===== config.mk =====
export PLATFORM = sky130hd
export DESIGN_NAME = cia_top
export DESIGN_NICKNAME = d
export VERILOG_FILES = /design/src/hdl/cia_regs_pkg.sv /design/src/hdl/cia_bus_pkg.sv /design/src/hdl/cia_bus_decode.sv /design/src/hdl/cia_io_ports.sv /design/src/hdl/cia_interval_timer.sv /design/src/hdl/cia_irq_ctrl.sv /design/src/hdl/cia_top.sv
export SDC_FILE = /design/constraint.sdc
export NUM_CORES = 1
export LEC_CHECK = 0
export BUFFER_PORTS_ARGS = -buffer_cell sky130_fd_sc_hd__buf_2
export CORE_MARGIN = 2
export CORE_UTILIZATION = 58
export DETAILED_ROUTE_END_ITERATION = 10
export PLACE_DENSITY_LB_ADDON = 0.3
export REMOVE_ABC_BUFFERS = 1
export SLEW_MARGIN = 25
export SYNTH_ARGS = -nofsm -noshare
export SYNTH_HDL_FRONTEND = slang
export SYNTH_SLANG_ARGS = --single-unit

===== constraint.sdc =====
create_clock -name CNT -period 2.97 [get_ports CNT]
set_input_delay 0.1485 -clock CNT [delete_from_list [all_inputs] [get_ports CNT]]
set_output_delay 0.1485 -clock CNT [all_outputs]
set_load 0.01 [all_outputs]

===== src/hdl/cia_regs_pkg.sv =====
`default_nettype none

package cia_regs_pkg;

    typedef logic [3:0] reg_addr_t;

    // Register map.
    localparam reg_addr_t REG_PRA      = 4'h0;
    localparam reg_addr_t REG_PRB      = 4'h1;
    localparam reg_addr_t REG_DDRA     = 4'h2;
    localparam reg_addr_t REG_DDRB     = 4'h3;
    localparam reg_addr_t REG_TA_LO    = 4'h4;
    localparam reg_addr_t REG_TA_HI    = 4'h5;
    localparam reg_addr_t REG_TB_LO    = 4'h6;
    localparam reg_addr_t REG_TB_HI    = 4'h7;
    // TOD and serial slots are kept reserved and read zero.
    localparam reg_addr_t REG_TOD_10TH = 4'h8;
    localparam reg_addr_t REG_TOD_SEC  = 4'h9;
    localparam reg_addr_t REG_TOD_MIN  = 4'ha;
    localparam reg_addr_t REG_TOD_HR   = 4'hb;
    localparam reg_addr_t REG_SDR      = 4'hc;
    localparam reg_addr_t REG_ICR      = 4'hd;
    localparam reg_addr_t REG_CRA      = 4'he;
    localparam reg_addr_t REG_CRB      = 4'hf;

    localparam int TIMER_W = 16;
    localparam int PORT_W  = 8;

    // Interrupt sources and their ICR positions.
    localparam int ICR_SRC_W = 5;
    localparam int ICR_TA    = 0;
    localparam int ICR_TB    = 1;
    localparam int ICR_FLG   = 4;

    // Sources that exist in this core.
    localparam logic [ICR_SRC_W-1:0] ICR_IMPL =
        ICR_SRC_W'((1 << ICR_TA) | (1 << ICR_TB) | (1 << ICR_FLG));

    // CRA and CRB layout.
    typedef struct packed {
        logic       unused_7;
        logic       cascade;
        logic       unused_5;
        logic       force_load;
        logic       oneshot;
        logic [1:0] unused_2_1;
        logic       running;
    } cr_word_t;

    // ICR write layout.
    typedef struct packed {
        logic                 set_clear;
        logic [1:0]           unused_6_5;
        logic [ICR_SRC_W-1:0] src;
    } icr_word_t;

    // One written byte, seen as CR or ICR by address.
    typedef union packed {
        cr_word_t  cr;
        icr_word_t icr;
    } ctrl_word_u;

endpackage

`default_nettype wire


===== src/hdl/cia_bus_pkg.sv =====
`default_nettype none

package cia_bus_pkg;

    typedef struct packed {
        logic                     cs;
        logic                     we;
        cia_regs_pkg::reg_addr_t  addr;
        logic [7:0]               wdata;
    } bus_req_t;

    // One strobe per implemented register.
    typedef struct packed {
        logic                     pra;
        logic                     prb;
        logic                     ddra;
        logic                     ddrb;
        logic                     ta_lo;
        logic                     ta_hi;
        logic                     tb_lo;
        logic                     tb_hi;
        logic                     icr;
        logic                     cra;
        logic                     crb;
        cia_regs_pkg::ctrl_word_u wdata;
    } reg_wr_t;

    typedef struct packed {
        logic ta_uf;
        logic tb_uf;
        logic flag;
    } irq_events_t;

    function automatic logic bus_wr_hit(bus_req_t req, cia_regs_pkg::reg_addr_t addr);
        return req.cs && req.we && (req.addr == addr);
    endfunction

    function automatic logic bus_rd_hit(bus_req_t req, cia_regs_pkg::reg_addr_t addr);
        return req.cs && !req.we && (req.addr == addr);
    endfunction

    // Places event pulses on their ICR bits.
    function automatic logic [cia_regs_pkg::ICR_SRC_W-1:0] ev_to_src(irq_events_t ev);
        logic [cia_regs_pkg::ICR_SRC_W-1:0] src;
        src = '0;
        src[cia_regs_pkg::ICR_TA]  = ev.ta_uf;
        src[cia_regs_pkg::ICR_TB]  = ev.tb_uf;
        src[cia_regs_pkg::ICR_FLG] = ev.flag;
        return src;
    endfunction

endpackage

`default_nettype wire


===== src/hdl/cia_bus_decode.sv =====
`default_nettype none
`timescale 1ns/1ps

module cia_bus_decode (
    input  cia_bus_pkg::bus_req_t                bus_req,
    output cia_bus_pkg::reg_wr_t                 reg_wr,
    output logic                                 icr_rd,
    output logic                                 prb_acc,
    input  logic [cia_regs_pkg::PORT_W-1:0]      port_rd_a,
    input  logic [cia_regs_pkg::PORT_W-1:0]      port_rd_b,
    input  logic [cia_regs_pkg::PORT_W-1:0]      ddra,
    input  logic [cia_regs_pkg::PORT_W-1:0]      ddrb,
    input  logic [cia_regs_pkg::TIMER_W-1:0]     ta_count,
    input  logic [cia_regs_pkg::TIMER_W-1:0]     tb_count,
    input  logic [7:0]                           cra,
    input  logic [7:0]                           crb,
    input  logic [7:0]                           icr_status,
    output logic [7:0]                           rd_data
);
    import cia_regs_pkg::*;
    import cia_bus_pkg::*;

    // Write strobes, one per register.
    always_comb begin
        reg_wr.pra   = bus_wr_hit(bus_req, REG_PRA);
        reg_wr.prb   = bus_wr_hit(bus_req, REG_PRB);
        reg_wr.ddra  = bus_wr_hit(bus_req, REG_DDRA);
        reg_wr.ddrb  = bus_wr_hit(bus_req, REG_DDRB);
        reg_wr.ta_lo = bus_wr_hit(bus_req, REG_TA_LO);
        reg_wr.ta_hi = bus_wr_hit(bus_req, REG_TA_HI);
        reg_wr.tb_lo = bus_wr_hit(bus_req, REG_TB_LO);
        reg_wr.tb_hi = bus_wr_hit(bus_req, REG_TB_HI);
        reg_wr.icr   = bus_wr_hit(bus_req, REG_ICR);
        reg_wr.cra   = bus_wr_hit(bus_req, REG_CRA);
        reg_wr.crb   = bus_wr_hit(bus_req, REG_CRB);
        reg_wr.wdata = bus_req.wdata;
    end

    // Read side effect on the ICR.
    assign icr_rd = bus_rd_hit(bus_req, REG_ICR);

    // Port B strobe fires on reads and writes alike.
    assign prb_acc = bus_req.cs && (bus_req.addr == REG_PRB);

    // Read mux, follows the address only.
    always_comb begin
        rd_data = '0;
        case (bus_req.addr)
            REG_PRA:      rd_data = port_rd_a;
            REG_PRB:      rd_data = port_rd_b;
            REG_DDRA:     rd_data = ddra;
            REG_DDRB:     rd_data = ddrb;
            REG_TA_LO:    rd_data = ta_count[7:0];
            REG_TA_HI:    rd_data = ta_count[TIMER_W-1:8];
            REG_TB_LO:    rd_data = tb_count[7:0];
            REG_TB_HI:    rd_data = tb_count[TIMER_W-1:8];
            REG_TOD_10TH: rd_data = '0;
            REG_TOD_SEC:  rd_data = '0;
            REG_TOD_MIN:  rd_data = '0;
            REG_TOD_HR:   rd_data = '0;
            REG_SDR:      rd_data = '0;
            REG_ICR:      rd_data = icr_status;
            REG_CRA:      rd_data = cra;
            REG_CRB:      rd_data = crb;
        endcase
    end

endmodule

`default_nettype wire


===== src/hdl/cia_io_ports.sv =====
`default_nettype none
`timescale 1ns/1ps

module cia_io_ports (
    input  logic                             CNT,
    input  logic                             RESET_n,
    input  cia_bus_pkg::reg_wr_t             reg_wr,
    input  logic                             prb_acc,
    input  logic [cia_regs_pkg::PORT_W-1:0]  pa_in,
    input  logic [cia_regs_pkg::PORT_W-1:0]  pb_in,
    input  logic                             flag_n,
    output logic [cia_regs_pkg::PORT_W-1:0]  pa_out,
    output logic [cia_regs_pkg::PORT_W-1:0]  pa_oe,
    output logic [cia_regs_pkg::PORT_W-1:0]  pb_out,
    output logic [cia_regs_pkg::PORT_W-1:0]  pb_oe,
    output logic [cia_regs_pkg::PORT_W-1:0]  port_rd_a,
    output logic [cia_regs_pkg::PORT_W-1:0]  port_rd_b,
    output logic [cia_regs_pkg::PORT_W-1:0]  ddra,
    output logic [cia_regs_pkg::PORT_W-1:0]  ddrb,
    output logic                             pc_n,
    output logic                             flag_ev
);
    import cia_regs_pkg::*;

    logic [PORT_W-1:0] pra_q;
    logic [PORT_W-1:0] prb_q;
    logic [PORT_W-1:0] ddra_q;
    logic [PORT_W-1:0] ddrb_q;
    logic              pc_q;
    logic              flag_s1;
    logic              flag_s2;

    // Data and direction registers.
    always_ff @(posedge CNT or negedge RESET_n) begin
        if (!RESET_n) begin
            pra_q  <= '0;
            prb_q  <= '0;
            ddra_q <= '0;
            ddrb_q <= '0;
        end else begin
            if (reg_wr.pra) pra_q <= reg_wr.wdata;
            if (reg_wr.prb) prb_q <= reg_wr.wdata;
            if (reg_wr.ddra) ddra_q <= reg_wr.wdata;
            if (reg_wr.ddrb) ddrb_q <= reg_wr.wdata;
        end
    end

    // PC strobe one cycle after a port B access; FLAG sampled twice.
    always_ff @(posedge CNT or negedge RESET_n) begin
        if (!RESET_n) begin
            pc_q    <= 1'b0;
            flag_s1 <= 1'b1;
            flag_s2 <= 1'b1;
        end else begin
            pc_q    <= prb_acc;
            flag_s1 <= flag_n;
            flag_s2 <= flag_s1;
        end
    end

    assign pa_out    = pra_q;
    assign pa_oe     = ddra_q;
    assign pb_out    = prb_q;
    assign pb_oe     = ddrb_q;
    assign ddra      = ddra_q;
    assign ddrb      = ddrb_q;
    // Reads see the pins.
    assign port_rd_a = pa_in;
    assign port_rd_b = pb_in;
    assign pc_n      = ~pc_q;
    assign flag_ev   = flag_s2 && !flag_s1;

endmodule

`default_nettype wire


===== src/hdl/cia_interval_timer.sv =====
`default_nettype none
`timescale 1ns/1ps

module cia_interval_timer #(
    parameter bit CAN_CASCADE = 1'b0
) (
    input  logic                              CNT,
    input  logic                              RESET_n,
    input  logic                              wr_lo,
    input  logic                              wr_hi,
    input  logic                              wr_cr,
    input  cia_regs_pkg::ctrl_word_u          wdata,
    input  logic                              cascade_tick,
    output logic [cia_regs_pkg::TIMER_W-1:0]  count,
    output logic [7:0]                        cr_rd,
    output logic                              underflow
);
    import cia_regs_pkg::*;

    logic [TIMER_W-1:0] latch_q;
    logic [TIMER_W-1:0] count_q;
    logic               running_q;
    logic               oneshot_q;
    logic               cascade_q;
    logic               step;
    cr_word_t           cr_view;

    // Counts every edge, or only on ticks in cascade mode.
    assign step      = running_q && (!cascade_q || cascade_tick);
    assign underflow = step && (count_q == '0);

    // Reload latch.
    always_ff @(posedge CNT or negedge RESET_n) begin
        if (!RESET_n) begin
            latch_q <= '0;
        end else begin
            if (wr_lo) latch_q[7:0] <= wdata;
            if (wr_hi) latch_q[TIMER_W-1:8] <= wdata;
        end
    end

    // Force load first, then HI write while stopped, then counting.
    always_ff @(posedge CNT or negedge RESET_n) begin
        if (!RESET_n) begin
            count_q <= '0;
        end else if (wr_cr && wdata.cr.force_load) begin
            count_q <= latch_q;
        end else if (wr_hi && !running_q) begin
            count_q <= {wdata, latch_q[7:0]};
        end else if (underflow) begin
            count_q <= latch_q;
        end else if (step) begin
            count_q <= count_q - TIMER_W'(1);
        end
    end

    // Control bits.
    always_ff @(posedge CNT or negedge RESET_n) begin
        if (!RESET_n) begin
            running_q <= 1'b0;
            oneshot_q <= 1'b0;
            cascade_q <= 1'b0;
        end else if (wr_cr) begin
            running_q <= wdata.cr.running;
            oneshot_q <= wdata.cr.oneshot;
            cascade_q <= CAN_CASCADE && wdata.cr.cascade;
        end else if (underflow && oneshot_q) begin
            running_q <= 1'b0;
        end
    end

    // Readback, force_load always zero.
    always_comb begin
        cr_view         = '0;
        cr_view.running = running_q;
        cr_view.oneshot = oneshot_q;
        cr_view.cascade = cascade_q;
    end

    assign cr_rd = cr_view;
    assign count = count_q;

endmodule

`default_nettype wire


===== src/hdl/cia_irq_ctrl.sv =====
`default_nettype none
`timescale 1ns/1ps

module cia_irq_ctrl (
    input  logic                      CNT,
    input  logic                      RESET_n,
    input  logic                      wr_icr,
    input  cia_regs_pkg::ctrl_word_u  wdata,
    input  logic                      icr_rd,
    input  cia_bus_pkg::irq_events_t  events,
    output logic [7:0]                icr_status,
    output logic                      irq_n
);
    import cia_regs_pkg::*;
    import cia_bus_pkg::*;

    logic [ICR_SRC_W-1:0] mask_q;
    logic [ICR_SRC_W-1:0] flags_q;
    logic [ICR_SRC_W-1:0] ev_src;
    logic                 irq;

    assign ev_src = ev_to_src(events);

    // Mask set or clear, unimplemented sources never set.
    always_ff @(posedge CNT or negedge RESET_n) begin
        if (!RESET_n) begin
            mask_q <= '0;
        end else if (wr_icr) begin
            if (wdata.icr.set_clear) mask_q <= mask_q | (wdata.icr.src & ICR_IMPL);
            else mask_q <= mask_q & ~wdata.icr.src;
        end
    end

    // Sticky events; a read keeps only this cycle's new ones.
    always_ff @(posedge CNT or negedge RESET_n) begin
        if (!RESET_n) begin
            flags_q <= '0;
        end else if (icr_rd) begin
            flags_q <= ev_src;
        end else begin
            flags_q <= flags_q | ev_src;
        end
    end

    assign irq        = |(flags_q & mask_q);
    assign irq_n      = ~irq;
    assign icr_status = {irq, 2'b00, flags_q};

endmodule

`default_nettype wire


===== src/hdl/cia_top.sv =====
`default_nettype none
`timescale 1ns/1ps

module cia_top (
    input  logic                             CNT,
    input  logic                             RESET_n,
    input  cia_bus_pkg::bus_req_t            bus_req,
    output logic [7:0]                       rd_data,
    input  logic [cia_regs_pkg::PORT_W-1:0]  pa_in,
    input  logic [cia_regs_pkg::PORT_W-1:0]  pb_in,
    output logic [cia_regs_pkg::PORT_W-1:0]  pa_out,
    output logic [cia_regs_pkg::PORT_W-1:0]  pa_oe,
    output logic [cia_regs_pkg::PORT_W-1:0]  pb_out,
    output logic [cia_regs_pkg::PORT_W-1:0]  pb_oe,
    input  logic                             flag_n,
    output logic                             pc_n,
    output logic                             irq_n
);
    import cia_regs_pkg::*;
    import cia_bus_pkg::*;

    reg_wr_t            reg_wr;
    logic               icr_rd;
    logic               prb_acc;
    logic [PORT_W-1:0]  port_rd_a;
    logic [PORT_W-1:0]  port_rd_b;
    logic [PORT_W-1:0]  ddra;
    logic [PORT_W-1:0]  ddrb;
    logic [TIMER_W-1:0] ta_count;
    logic [TIMER_W-1:0] tb_count;
    logic [7:0]         cra;
    logic [7:0]         crb;
    logic [7:0]         icr_status;
    logic               ta_uf;
    logic               tb_uf;
    logic               flag_ev;
    irq_events_t        events;

    assign events = '{ta_uf: ta_uf, tb_uf: tb_uf, flag: flag_ev};

    cia_bus_decode i_bus_decode (
        .bus_req    (bus_req),
        .reg_wr     (reg_wr),
        .icr_rd     (icr_rd),
        .prb_acc    (prb_acc),
        .port_rd_a  (port_rd_a),
        .port_rd_b  (port_rd_b),
        .ddra       (ddra),
        .ddrb       (ddrb),
        .ta_count   (ta_count),
        .tb_count   (tb_count),
        .cra        (cra),
        .crb        (crb),
        .icr_status (icr_status),
        .rd_data    (rd_data)
    );

    cia_io_ports i_io_ports (
        .CNT       (CNT),
        .RESET_n   (RESET_n),
        .reg_wr    (reg_wr),
        .prb_acc   (prb_acc),
        .pa_in     (pa_in),
        .pb_in     (pb_in),
        .flag_n    (flag_n),
        .pa_out    (pa_out),
        .pa_oe     (pa_oe),
        .pb_out    (pb_out),
        .pb_oe     (pb_oe),
        .port_rd_a (port_rd_a),
        .port_rd_b (port_rd_b),
        .ddra      (ddra),
        .ddrb      (ddrb),
        .pc_n      (pc_n),
        .flag_ev   (flag_ev)
    );

    // Timer A never cascades.
    cia_interval_timer #(.CAN_CASCADE(1'b0)) i_timer_a (
        .CNT          (CNT),
        .RESET_n      (RESET_n),
        .wr_lo        (reg_wr.ta_lo),
        .wr_hi        (reg_wr.ta_hi),
        .wr_cr        (reg_wr.cra),
        .wdata        (reg_wr.wdata),
        .cascade_tick (1'b0),
        .count        (ta_count),
        .cr_rd        (cra),
        .underflow    (ta_uf)
    );

    // Timer B can count timer A underflows.
    cia_interval_timer #(.CAN_CASCADE(1'b1)) i_timer_b (
        .CNT          (CNT),
        .RESET_n      (RESET_n),
        .wr_lo        (reg_wr.tb_lo),
        .wr_hi        (reg_wr.tb_hi),
        .wr_cr        (reg_wr.crb),
        .wdata        (reg_wr.wdata),
        .cascade_tick (ta_uf),
        .count        (tb_count),
        .cr_rd        (crb),
        .underflow    (tb_uf)
    );

    cia_irq_ctrl i_irq_ctrl (
        .CNT        (CNT),
        .RESET_n    (RESET_n),
        .wr_icr     (reg_wr.icr),
        .wdata      (reg_wr.wdata),
        .icr_rd     (icr_rd),
        .events     (events),
        .icr_status (icr_status),
        .irq_n      (irq_n)
    );

endmodule

`default_nettype wire


Word-level counts from Yosys, hierarchy flattened
Cells that the tools add are included.
- register bits: 114
- input bits: 33
- output and inout bits: 42
- logic and storage cells: 99
- add/subtract/negate cells: 2
- eq/ne operators: 15
- muxes and demuxes: 15
- bitwise logic cells: 7
- reduce and logical (&&, ||, !) cells: 40
- operators with widths (cell ; number):
    $mux W16 ; 8
    $pmux W8 S12 ; 1
    $eq A4 B4 Y1 const B ; 8
    $logic_not A16 Y1 ; 2
    $sub A16 B1 Y16 const B ; 2
    $logic_and A1 B1 Y1 ; 25
    $eq A4 B3 Y1 const B ; 4
    $and A5 B5 Y5 ; 2
    $mux W5 ; 2
    $or A5 B5 Y5 ; 2
    $reduce_or A5 Y1 ; 2
    $eq A4 B2 Y1 const B ; 2
    $reduce_bool A4 Y1 ; 2
    $logic_not A1 Y1 ; 5
    $not A5 Y5 ; 1
    $eq A4 B1 Y1 const B ; 1
    $logic_not A4 Y1 ; 1
    $mux W1 ; 4
    $reduce_bool A2 Y1 ; 2
    $not A1 Y1 ; 2
    $logic_or A1 B1 Y1 ; 1

Depth between registers and ports, before layout
Gate-level depths: netlist of the first run.
- depth after elaboration: 8
- depth in mapped cells: 9
- mapped depth without buffers: 8

Cells and area by module
Synthesis of the first run repeated with hierarchy kept, for this count alone.
- cell total of the unflattened synthesis: 721
- area, all modules: 7085.5 µm²
- by module, submodules not included (module ; instances ; cells an instance ; area each (µm²) ; seq. area each (µm²)):
    cia_interval_timer at i_timer_a ; 1 ; 228 ; 2072.0 ; 850.8
    cia_interval_timer at i_timer_b ; 1 ; 202 ; 2013.2 ; 875.8
    cia_io_ports ; 1 ; 105 ; 1654.1 ; 878.3
    cia_bus_decode ; 1 ; 161 ; 1064.8 ; 0.0
    cia_irq_ctrl ; 1 ; 24 ; 277.8 ; 150.1
    cia_top ; 1 ; 1 ; 3.8 ; 0.0

Least setup slack after synthesis of the first run
OpenSTA, ideal clock, no wires.
- kind: register to register
- start: register i_timer_a.count_q[0] (netlist: i_timer_a.count[0])
- end: register i_timer_a.count_q[8] (netlist: i_timer_a.count[8])
- setup time: 0.082 ns
- data arrival time: 2.242 ns
- required time: 2.888 ns
- path slack: 0.646 ns
- cell stages (with the launch flop): 10
- path buffers: 1
- period minus slack after synthesis: 2.324 ns
- path through: dfrtp_1 > inv_1 > ha_1 > or3b_1 > buf_2 > or3_4 > or3_1 > xor2_1 > a31o_1 > a31oi_1
- word-level cells in the longest chain between the ends: 5
- elaborated cells on any way between the ends: 8
- classes of those cells: add/sub (1); mux (4); reduce/logical (3)
- RTL lines (what ; line ; RTL):
    start: declaration ; cia_interval_timer.sv:21 ; logic [TIMER_W-1:0] count_q;
    start signal: assignment ; cia_interval_timer.sv:47 ; count_q <= latch_q;
    start signal: assignment ; cia_interval_timer.sv:49 ; count_q <= {wdata, latch_q[7:0]};
    start signal: assignment ; cia_interval_timer.sv:51 ; count_q <= latch_q;
    $sub A16 B1 Y16 / $logic_not A16 Y1 (equally long branches) ; cia_interval_timer.sv:53, cia_interval_timer.sv:30 ;
    $mux W16 / $logic_and A1 B1 Y1 (equally long branches) ; cia_interval_timer.sv:52, cia_interval_timer.sv:30 ;
    $mux W16 ; cia_interval_timer.sv:50 ; end else if (underflow) begin
    $mux W16 ; cia_interval_timer.sv:48 ; end else if (wr_hi && !running_q) begin
    $mux W16 ; cia_interval_timer.sv:46 ; end else if (wr_cr && wdata.cr.force_load) begin
Parallel ways exist; a longest one is shown, timed or not. The select of a mux whose other input is x is not followed.
A chain may end at the register's enable or synchronous reset.

Worst setup path after layout of the first run
- start: register i_timer_a.count_q[0] (netlist: i_timer_a.count[0])
- end: register i_timer_a.count_q[14] (netlist: i_timer_a.count[14])
The elaborated chain is that of the path after synthesis.

==> results.sh, run 1 <==
export IMPL_outcome="finished clean"
export IMPL_rsz0062_at_grt="false"
export IMPL_drt_wirelength_per_cell_um=23.0
export IMPL_drv_cap=0
export IMPL_synth_most_common_cell="dfrtp_1"
export IMPL_cts_tree="built"
export IMPL_insertion_delay_ns=0.40
export IMPL_path_class="flip-flop to flip-flop"
export IMPL_synthTopCellsByArea="dfrtp_1 45%, mux2_2 13%, o21ai_0 3.6%, nand2_1 3.5%, a21oi_1 2.9%"
export IMPL_grt_busiest_layer="met2"
export IMPL_start_util=0.587
export IMPL_rows=37
export IMPL_synth_top_cell_area_share=0.452
export IMPL_synth_common_cells="108 x dfrtp_1, 70 x mux2_2, 56 x nand2_1, 46 x nor2_1, 43 x o21ai_0"
export IMPL_netlist_area_um2=5980
export IMPL_hold_path_cell_count=2
export IMPL_ys_seq_elements=110
export IMPL_drt_iter0_markers=519
export IMPL_period_minus_slack_ns=2.70
export IMPL_grt_pass1_vias=5336
export IMPL_synthCells=605
export IMPL_yosys_warnings=0
export IMPL_final_nets=723
export IMPL_cts_root_buf="clkbuf_8"
export IMPL_first_pass_iters=5
export IMPL_synthFlopType="dfrtp_1"
export IMPL_drive_gt1_frac=0.294
export IMPL_drc=0
export IMPL_async_reset_ff_frac=1.00
export IMPL_die_w_um=106
export IMPL_ys_types=67
export IMPL_placed_area_um2=6610
export IMPL_cts_setup_buffers=0
export IMPL_overflow=0
export IMPL_gp_congestion=1.00
export IMPL_track_usage=0.352
export IMPL_setup_viol=0
export IMPL_grt_max_degree=47
export IMPL_crit_arrival_ns=2.96
export IMPL_startpoint_type="flip-flop"
export IMPL_whs_endpoint="i_io_ports.pc_q$_DFF_PN0_"
export IMPL_final_util=0.670
export IMPL_final_setup_tns_ns=0
export IMPL_ant_nets=0
export IMPL_reg2reg_depth=7
export IMPL_fin_area_um2=6820
export IMPL_reg2reg_slack_ns=0.27
export IMPL_htree_num_levels=3
export IMPL_grt_util_met1=0.486
export IMPL_min_from="bus_req[13]"
export IMPL_io_buffer_count=74
export IMPL_cts_sink_count=110
export IMPL_seq_area_frac_synth=0.461
export IMPL_worst_pin_slew_ns=0.961
export IMPL_numCtsBuffers=9
export IMPL_hold_class="input port to flip-flop"
export IMPL_viasPerCell=6.57
export IMPL_drv_slew=0
export IMPL_whs_ns=0.0787
export IMPL_grtUsageMet2=0.541
export IMPL_cts_clk_slew_worst_paths_ns=0.12
export IMPL_die_area_um2=11100
export IMPL_grt_pass1_wl_um=29700
export IMPL_syn_to_final_growth_pct=14.1
export IMPL_ir_drop_mv=0.513
export IMPL_critPathRequiredTime_ns=3.24
export IMPL_clock_path_buffers=2
export IMPL_reg2reg_from="i_timer_a.count[0]$_DFFE_PN0P_"
export IMPL_clock_fmax_ghz=0.371
export IMPL_grt_use_met3=0.0921
export IMPL_avgSynthCellArea_um2=9.89
export IMPL_coreArea_um2=10200
export IMPL_wirelength_um=19000
export IMPL_fin_skew_ns=0.0132
export IMPL_boundaryPins=75
export IMPL_hold_violations=0
export IMPL_end_kind="flip-flop"
export IMPL_die_h_um=106
export IMPL_p_per_area_nw_per_um2=685
export IMPL_synth_largest_area_cell="dfrtp_1"
export IMPL_dp_hpwl_um=13400
export IMPL_num_vias=5433
export IMPL_fin_crit_sh=0.908
export IMPL_rr_endpoint="i_timer_a.count[14]$_DFFE_PN0P_"
export IMPL_worst_path_max_fanout=6
export IMPL_fill_cells=824
export IMPL_synth_edf_count=0
export IMPL_antenna_found_initial=0
export IMPL_slew_headroom=0.359
export IMPL_antennaDiodeCount=0
export IMPL_p_leak_nw=3.12
## state kept, by name (all words and copies together), names as in the netlist, 8 cells and up
signal / cells
i_io_ports.ddra: 8
i_timer_a.latch_q: 16
i_timer_a.count: 16
i_io_ports.pb_out: 8
i_timer_b.latch_q: 16
i_timer_b.count: 16
i_io_ports.ddrb: 8
i_io_ports.pa_out: 8
## cell families after synthesis
group | count (synthesis) | synth area share
flops | 110 | 0.461
xor+xnor | 2 | 0.00293
simple gates | 196 | 0.163
mux | 80 | 0.157
fa+ha+maj | 4 | 0.00837
compound gates | 158 | 0.171
buf+inv | 55 | 0.0366
## area by class of cell
class	count	area (um^2)	share of cell area
Multi-Input combinational cell	440	3010	0.442
Sequential cell	110	2760	0.404
Timing Repair Buffer	105	623	0.0913
Tap cell	136	170	0.0249
Clock buffer	10	128	0.0187
Inverter	20	75.1	0.0110
Clock inverter	6	60.1	0.00880
## stage by stage
| step | power [mW] | worst slack, ns | instances |
|---|---|---|---|
| floorplan | 3.04 | 0.569 | 570 |
| global placement | 3.69 | 0.379 | 809 |
| detailed placement | 3.73 | 0.242 | 809 |
| CTS | 4.64 | 0.223 | 827 |
| global route | 4.91 | 0.0589 | 827 |
| finish | 4.67 | 0.273 | 827 |
## per-layer routing
metal  share of wire  routed length (um)  up-vias
met5               0                   0        -
met4           0.029                 554        0
met3           0.099                1880       48
met2            0.45                8610      317
met1            0.42                7960     2646
li1                -                   -     2422
## worst max-delay path, stage by stage, from the launching register on
cell and delay, ns:
dfrtp_1 0.46, inv_1 0.11, ha_1 0.19, or3b_1 0.47
nor4b_1 0.70, a31oi_1 0.17, a221oi_1 0.32, o21ai_0 0.15
## placed cells by master, fill, tap and decap left out, types with 5 or more instances in the layout
master and instances:
a22oi_1 7, mux2_2 70, nand4_1 11, dfrtp_1 108
a21oi_1 35, nor3_1 16, clkbuf_8 9, nor4_1 8
inv_1 20, and3_1 9, buf_2 73, nand2_1 56
o21ai_0 43, nand3_1 18, nor2_1 46, o22ai_1 10
or3_1 5, a31oi_1 9, mux2i_1 6, buf_4 29
a221oi_1 7
## worst max path at each step
stage	start	end
6_report	i_timer_a.count[0]$_DFFE_PN0P_	i_timer_a.count[14]$_DFFE_PN0P_
3_3_place_gp	i_timer_a.count[0]$_DFFE_PN0P_	i_timer_b.count[12]$_DFFE_PN0P_
4_1_cts	i_timer_a.count[0]$_DFFE_PN0P_	i_timer_b.count[12]$_DFFE_PN0P_
3_5_place_dp	i_timer_a.count[0]$_DFFE_PN0P_	i_timer_b.count[12]$_DFFE_PN0P_
5_1_grt	i_timer_a.count[0]$_DFFE_PN0P_	i_timer_a.count[14]$_DFFE_PN0P_
2_1_floorplan	i_timer_a.count[0]$_DFFE_PN0P_	i_timer_b.count[12]$_DFFE_PN0P_
## power breakdown
group | internal, mW | total [mW] | leakage, nW | switching (mW)
clock network | 0.331 | 0.907 | 0.0972 | 0.575
logic | 0.665 | 1.45 | 1.66 | 0.780
registers | 1.86 | 2.32 | 1.36 | 0.458
total | 2.86 | 4.67 | 3.12 | 1.81
## repair_timing
| item | 4_1_cts | 5_1_grt |
|---|---|---|
| hold buffers | 2 | 0 |
| endpoints found under the setup margin | 0 | 4 |
| hold endpoints to repair | 43 | 0 |
| resized for setup | 0 | 1 |
Power figures use the tool's default switching activity.
==> run 2, diff against run 1 <==
Settings changed: ABC_AREA from default to 1, CORE_UTILIZATION 58 to 59.
==> run 2 against run 1 <==
First-iteration DRC count fell by 20%. Highest routed layer unchanged. Non-clock buffer count decreased by 23. Via count rose by 7.5%. Synthesized cell count grew 40%. Clock skew increased by 0.0064 ns. Flip-flop and latch count did not move. Sequential power down 5%.
==> results.sh, run 2 <==
export IMPL_ir_drop_mv=0.539
export IMPL_synth_most_common_cell="nand2_1"
export IMPL_cts_sink_count=110
export IMPL_synth_common_cells="270 x nand2_1, 108 x dfrtp_1, 101 x o21ai_0, 88 x inv_1, 76 x nor2_1"
export IMPL_startpoint_type="flip-flop"
export IMPL_ys_seq_elements=110
export IMPL_clock_path_buffers=2
export IMPL_die_h_um=106
export IMPL_worst_pin_slew_ns=0.817
export IMPL_insertion_delay_ns=0.41
export IMPL_cts_setup_buffers=0
export IMPL_wl_met3_um=1520
export IMPL_routedLengthMet1_um=7530
export IMPL_drt_iter0_markers=417
export IMPL_hold_class="input port to flip-flop"
export IMPL_reg2reg_slack_ns=0.67
export IMPL_reg2reg_depth=13
export IMPL_track_usage=0.320
export IMPL_synthCells=849
export IMPL_regArea_um2=2760
export IMPL_drv_slew=0
export IMPL_syn_to_final_growth_pct=10.9
export IMPL_drv_cap=0
export IMPL_ys_types=38
export IMPL_overflow=0
export IMPL_antennaDiodeCount=0
export IMPL_start_util=0.603
export IMPL_p_leak_nw=3.64
export IMPL_synth_top_cell_area_share=0.438
export IMPL_first_pass_iters=5
export IMPL_rsz0062_at_grt="false"
export IMPL_synthFlopType="dfrtp_1"
export IMPL_fin_skew_ns=0.0196
export IMPL_antenna_found_initial=0
export IMPL_synth_edf_count=0
export IMPL_cts_clk_slew_worst_paths_ns=0.11
export IMPL_numCtsBuffers=9
export IMPL_crit_arrival_ns=2.63
export IMPL_crit_cells=13
export IMPL_critPathRequiredTime_ns=3.30
export IMPL_synth_largest_area_cell="dfrtp_1"
export IMPL_cts_root_buf="clkbuf_8"
export IMPL_grt_pass1_wl_um=28000
export IMPL_end_kind="flip-flop"
export IMPL_power_total_mw=4.96
export IMPL_slowest_stage="dfrtp_1"
export IMPL_coreArea_um2=10200
export IMPL_boundaryPins=75
export IMPL_setup_viol=0
export IMPL_wirelength_um=16900
export IMPL_hold_violations=0
export IMPL_cpLargestDelayFamily="simple AND/OR/NAND/NOR gates"
export IMPL_worst_path_max_fanout=14
export IMPL_outcome="finished clean"
export IMPL_die_w_um=106
export IMPL_slew_headroom=0.456
export IMPL_clock_fmax_ghz=0.434
export IMPL_die_area_um2=11300
export IMPL_netlist_area_um2=6170
export IMPL_gp_congestion=0.987
export IMPL_multi_input_area_um2=2890
export IMPL_layout_common_cells="270 x nand2_1, 108 x dfrtp_1, 101 x o21ai_0, 88 x inv_1, 76 x nor2_1"
export IMPL_fin_crit_sh=0.775
export IMPL_final_setup_tns_ns=0
export IMPL_wl_met2_um=7400
export IMPL_yosys_warnings=0
export IMPL_seq_area_frac_synth=0.447
export IMPL_drt_wirelength_per_cell_um=15.9
export IMPL_rows=37
export IMPL_cpPeakStageDelay_ns=0.39
export IMPL_dp_hpwl_um=12200
export IMPL_ctsResizeCount=0
export IMPL_ant_nets=0
export IMPL_crit_path_frequent_cell="nand2_1"
export IMPL_hold_path_cell_count=3
export IMPL_cts_tree="built"
export IMPL_grt_pass1_vias=5451
export IMPL_p_per_area_nw_per_um2=726
export IMPL_highest_layer="met4"
export IMPL_io_buffer_count=74
export IMPL_final_nets=957
export IMPL_fill_cells=885
export IMPL_drive_gt1_frac=0.134
export IMPL_period_minus_slack_ns=2.30
export IMPL_drc=0
export IMPL_num_vias=5843
export IMPL_avgSynthCellArea_um2=7.26
export IMPL_async_reset_ff_frac=1.00
export IMPL_synthTopCellsByArea="dfrtp_1 44%, nand2_1 16%, o21ai_0 8.2%, inv_1 5.4%, nor2_1 4.6%"
export IMPL_crit_buf_inv=3
export IMPL_path_class="flip-flop to flip-flop"
export IMPL_htree_num_levels=3
export IMPL_grt_max_degree=64
export IMPL_worstPathCellList="inv_1, ha_1, nand2_1, inv_1, nand2_1, nor2_1, nand2_2, nand2_2, nand3_1, buf_4, nand3b_1, nand2_1, o21ai_1"
export IMPL_viasPerCell=5.51
export IMPL_layout_commonest_cell="nand2_1"
[run 2: kinds of logic after synthesis]
family	Yosys count	share of synthesized area
XOR/XNOR	12	0.0170
adder cells (fa/ha/maj)	4	0.00812
flip-flops	110	0.447
buffers and inverters	123	0.0842
AND/OR/NAND/NOR	430	0.294
AO/OA/AOI/OAI	170	0.150
[run 2: worst register-to-register path: cells and delay by family (launching register included)]
kind | cells | cell delay (ns)
AND/OR/NAND/NOR | 8 | 1.01
AO/OA/AOI/OAI | 1 | 0.13
adder cells (fa/ha/maj) | 1 | 0.18
buffers and inverters | 3 | 0.52
flip-flops | 1 | 0.39
[run 2: path summary, 6_finish.rpt]
| path | endpoint | startpoint |
|---|---|---|
| min in group asynchronous | i_timer_a.latch_q[7]$_DFFE_PN0P_ | RESET_n |
| hold reg to reg | i_io_ports.flag_s2$_DFF_PN1_ | i_io_ports.flag_s1$_DFF_PN1_ |
| setup reg to reg | i_timer_b.count[3]$_DFFE_PN0P_ | i_timer_a.count[1]$_DFFE_PN0P_ |
| max in group asynchronous | i_timer_b.count[13]$_DFFE_PN0P_ | RESET_n |
| setup / recovery | i_timer_b.count[3]$_DFFE_PN0P_ | i_timer_a.count[1]$_DFFE_PN0P_ |
| hold / removal | i_io_ports.pc_q$_DFF_PN0_ | bus_req[13] |
[run 2: report_power, final]
part           internal, mW  switching [mW]  leakage, nW  total [mW]
Sequential             1.88           0.327         1.38        2.20
Clock                 0.329           0.587       0.0970       0.916
Combinational         0.667            1.18         2.16        1.84
Total                  2.87            2.09         3.64        4.96
[run 2: what timing repair did]
action / CTS / global route
hold buffers: 3 / 0
hold endpoints to repair: 60 / 0
endpoints found under the setup margin: 0 / 0
[run 2: routing by layer]
layer / vias up / global-route usage
li1: 2870 / -
met3: 30 / 0.0822
met4: 0 / 0.0968
met5: - / 0
met2: 259 / 0.489
met1: 2684 / 0.450
[run 2: layout make-up]
class	count	share of cell area
inverter	101	0.0567
multi-input combinational	616	0.423
sequential	110	0.403
clock inverter	6	0.00988
tap	136	0.0249
clock buffer	10	0.0187
timing repair buffer	82	0.0644
[run 2: per-stage QoR]
stage	hold WS, ns	cells	util	setup slack, ns	instance area (um^2)
finish	0.0364	1061	0.669	0.668	6840
global route	0.0329	1061	0.669	0.480	6840
CTS	0.000854	1061	0.669	0.706	6840
detailed placement	0.255	1042	0.647	0.728	6620
global placement	0.254	1042	0.647	0.801	6620
floorplan	-0.147	827	-	0.955	6030
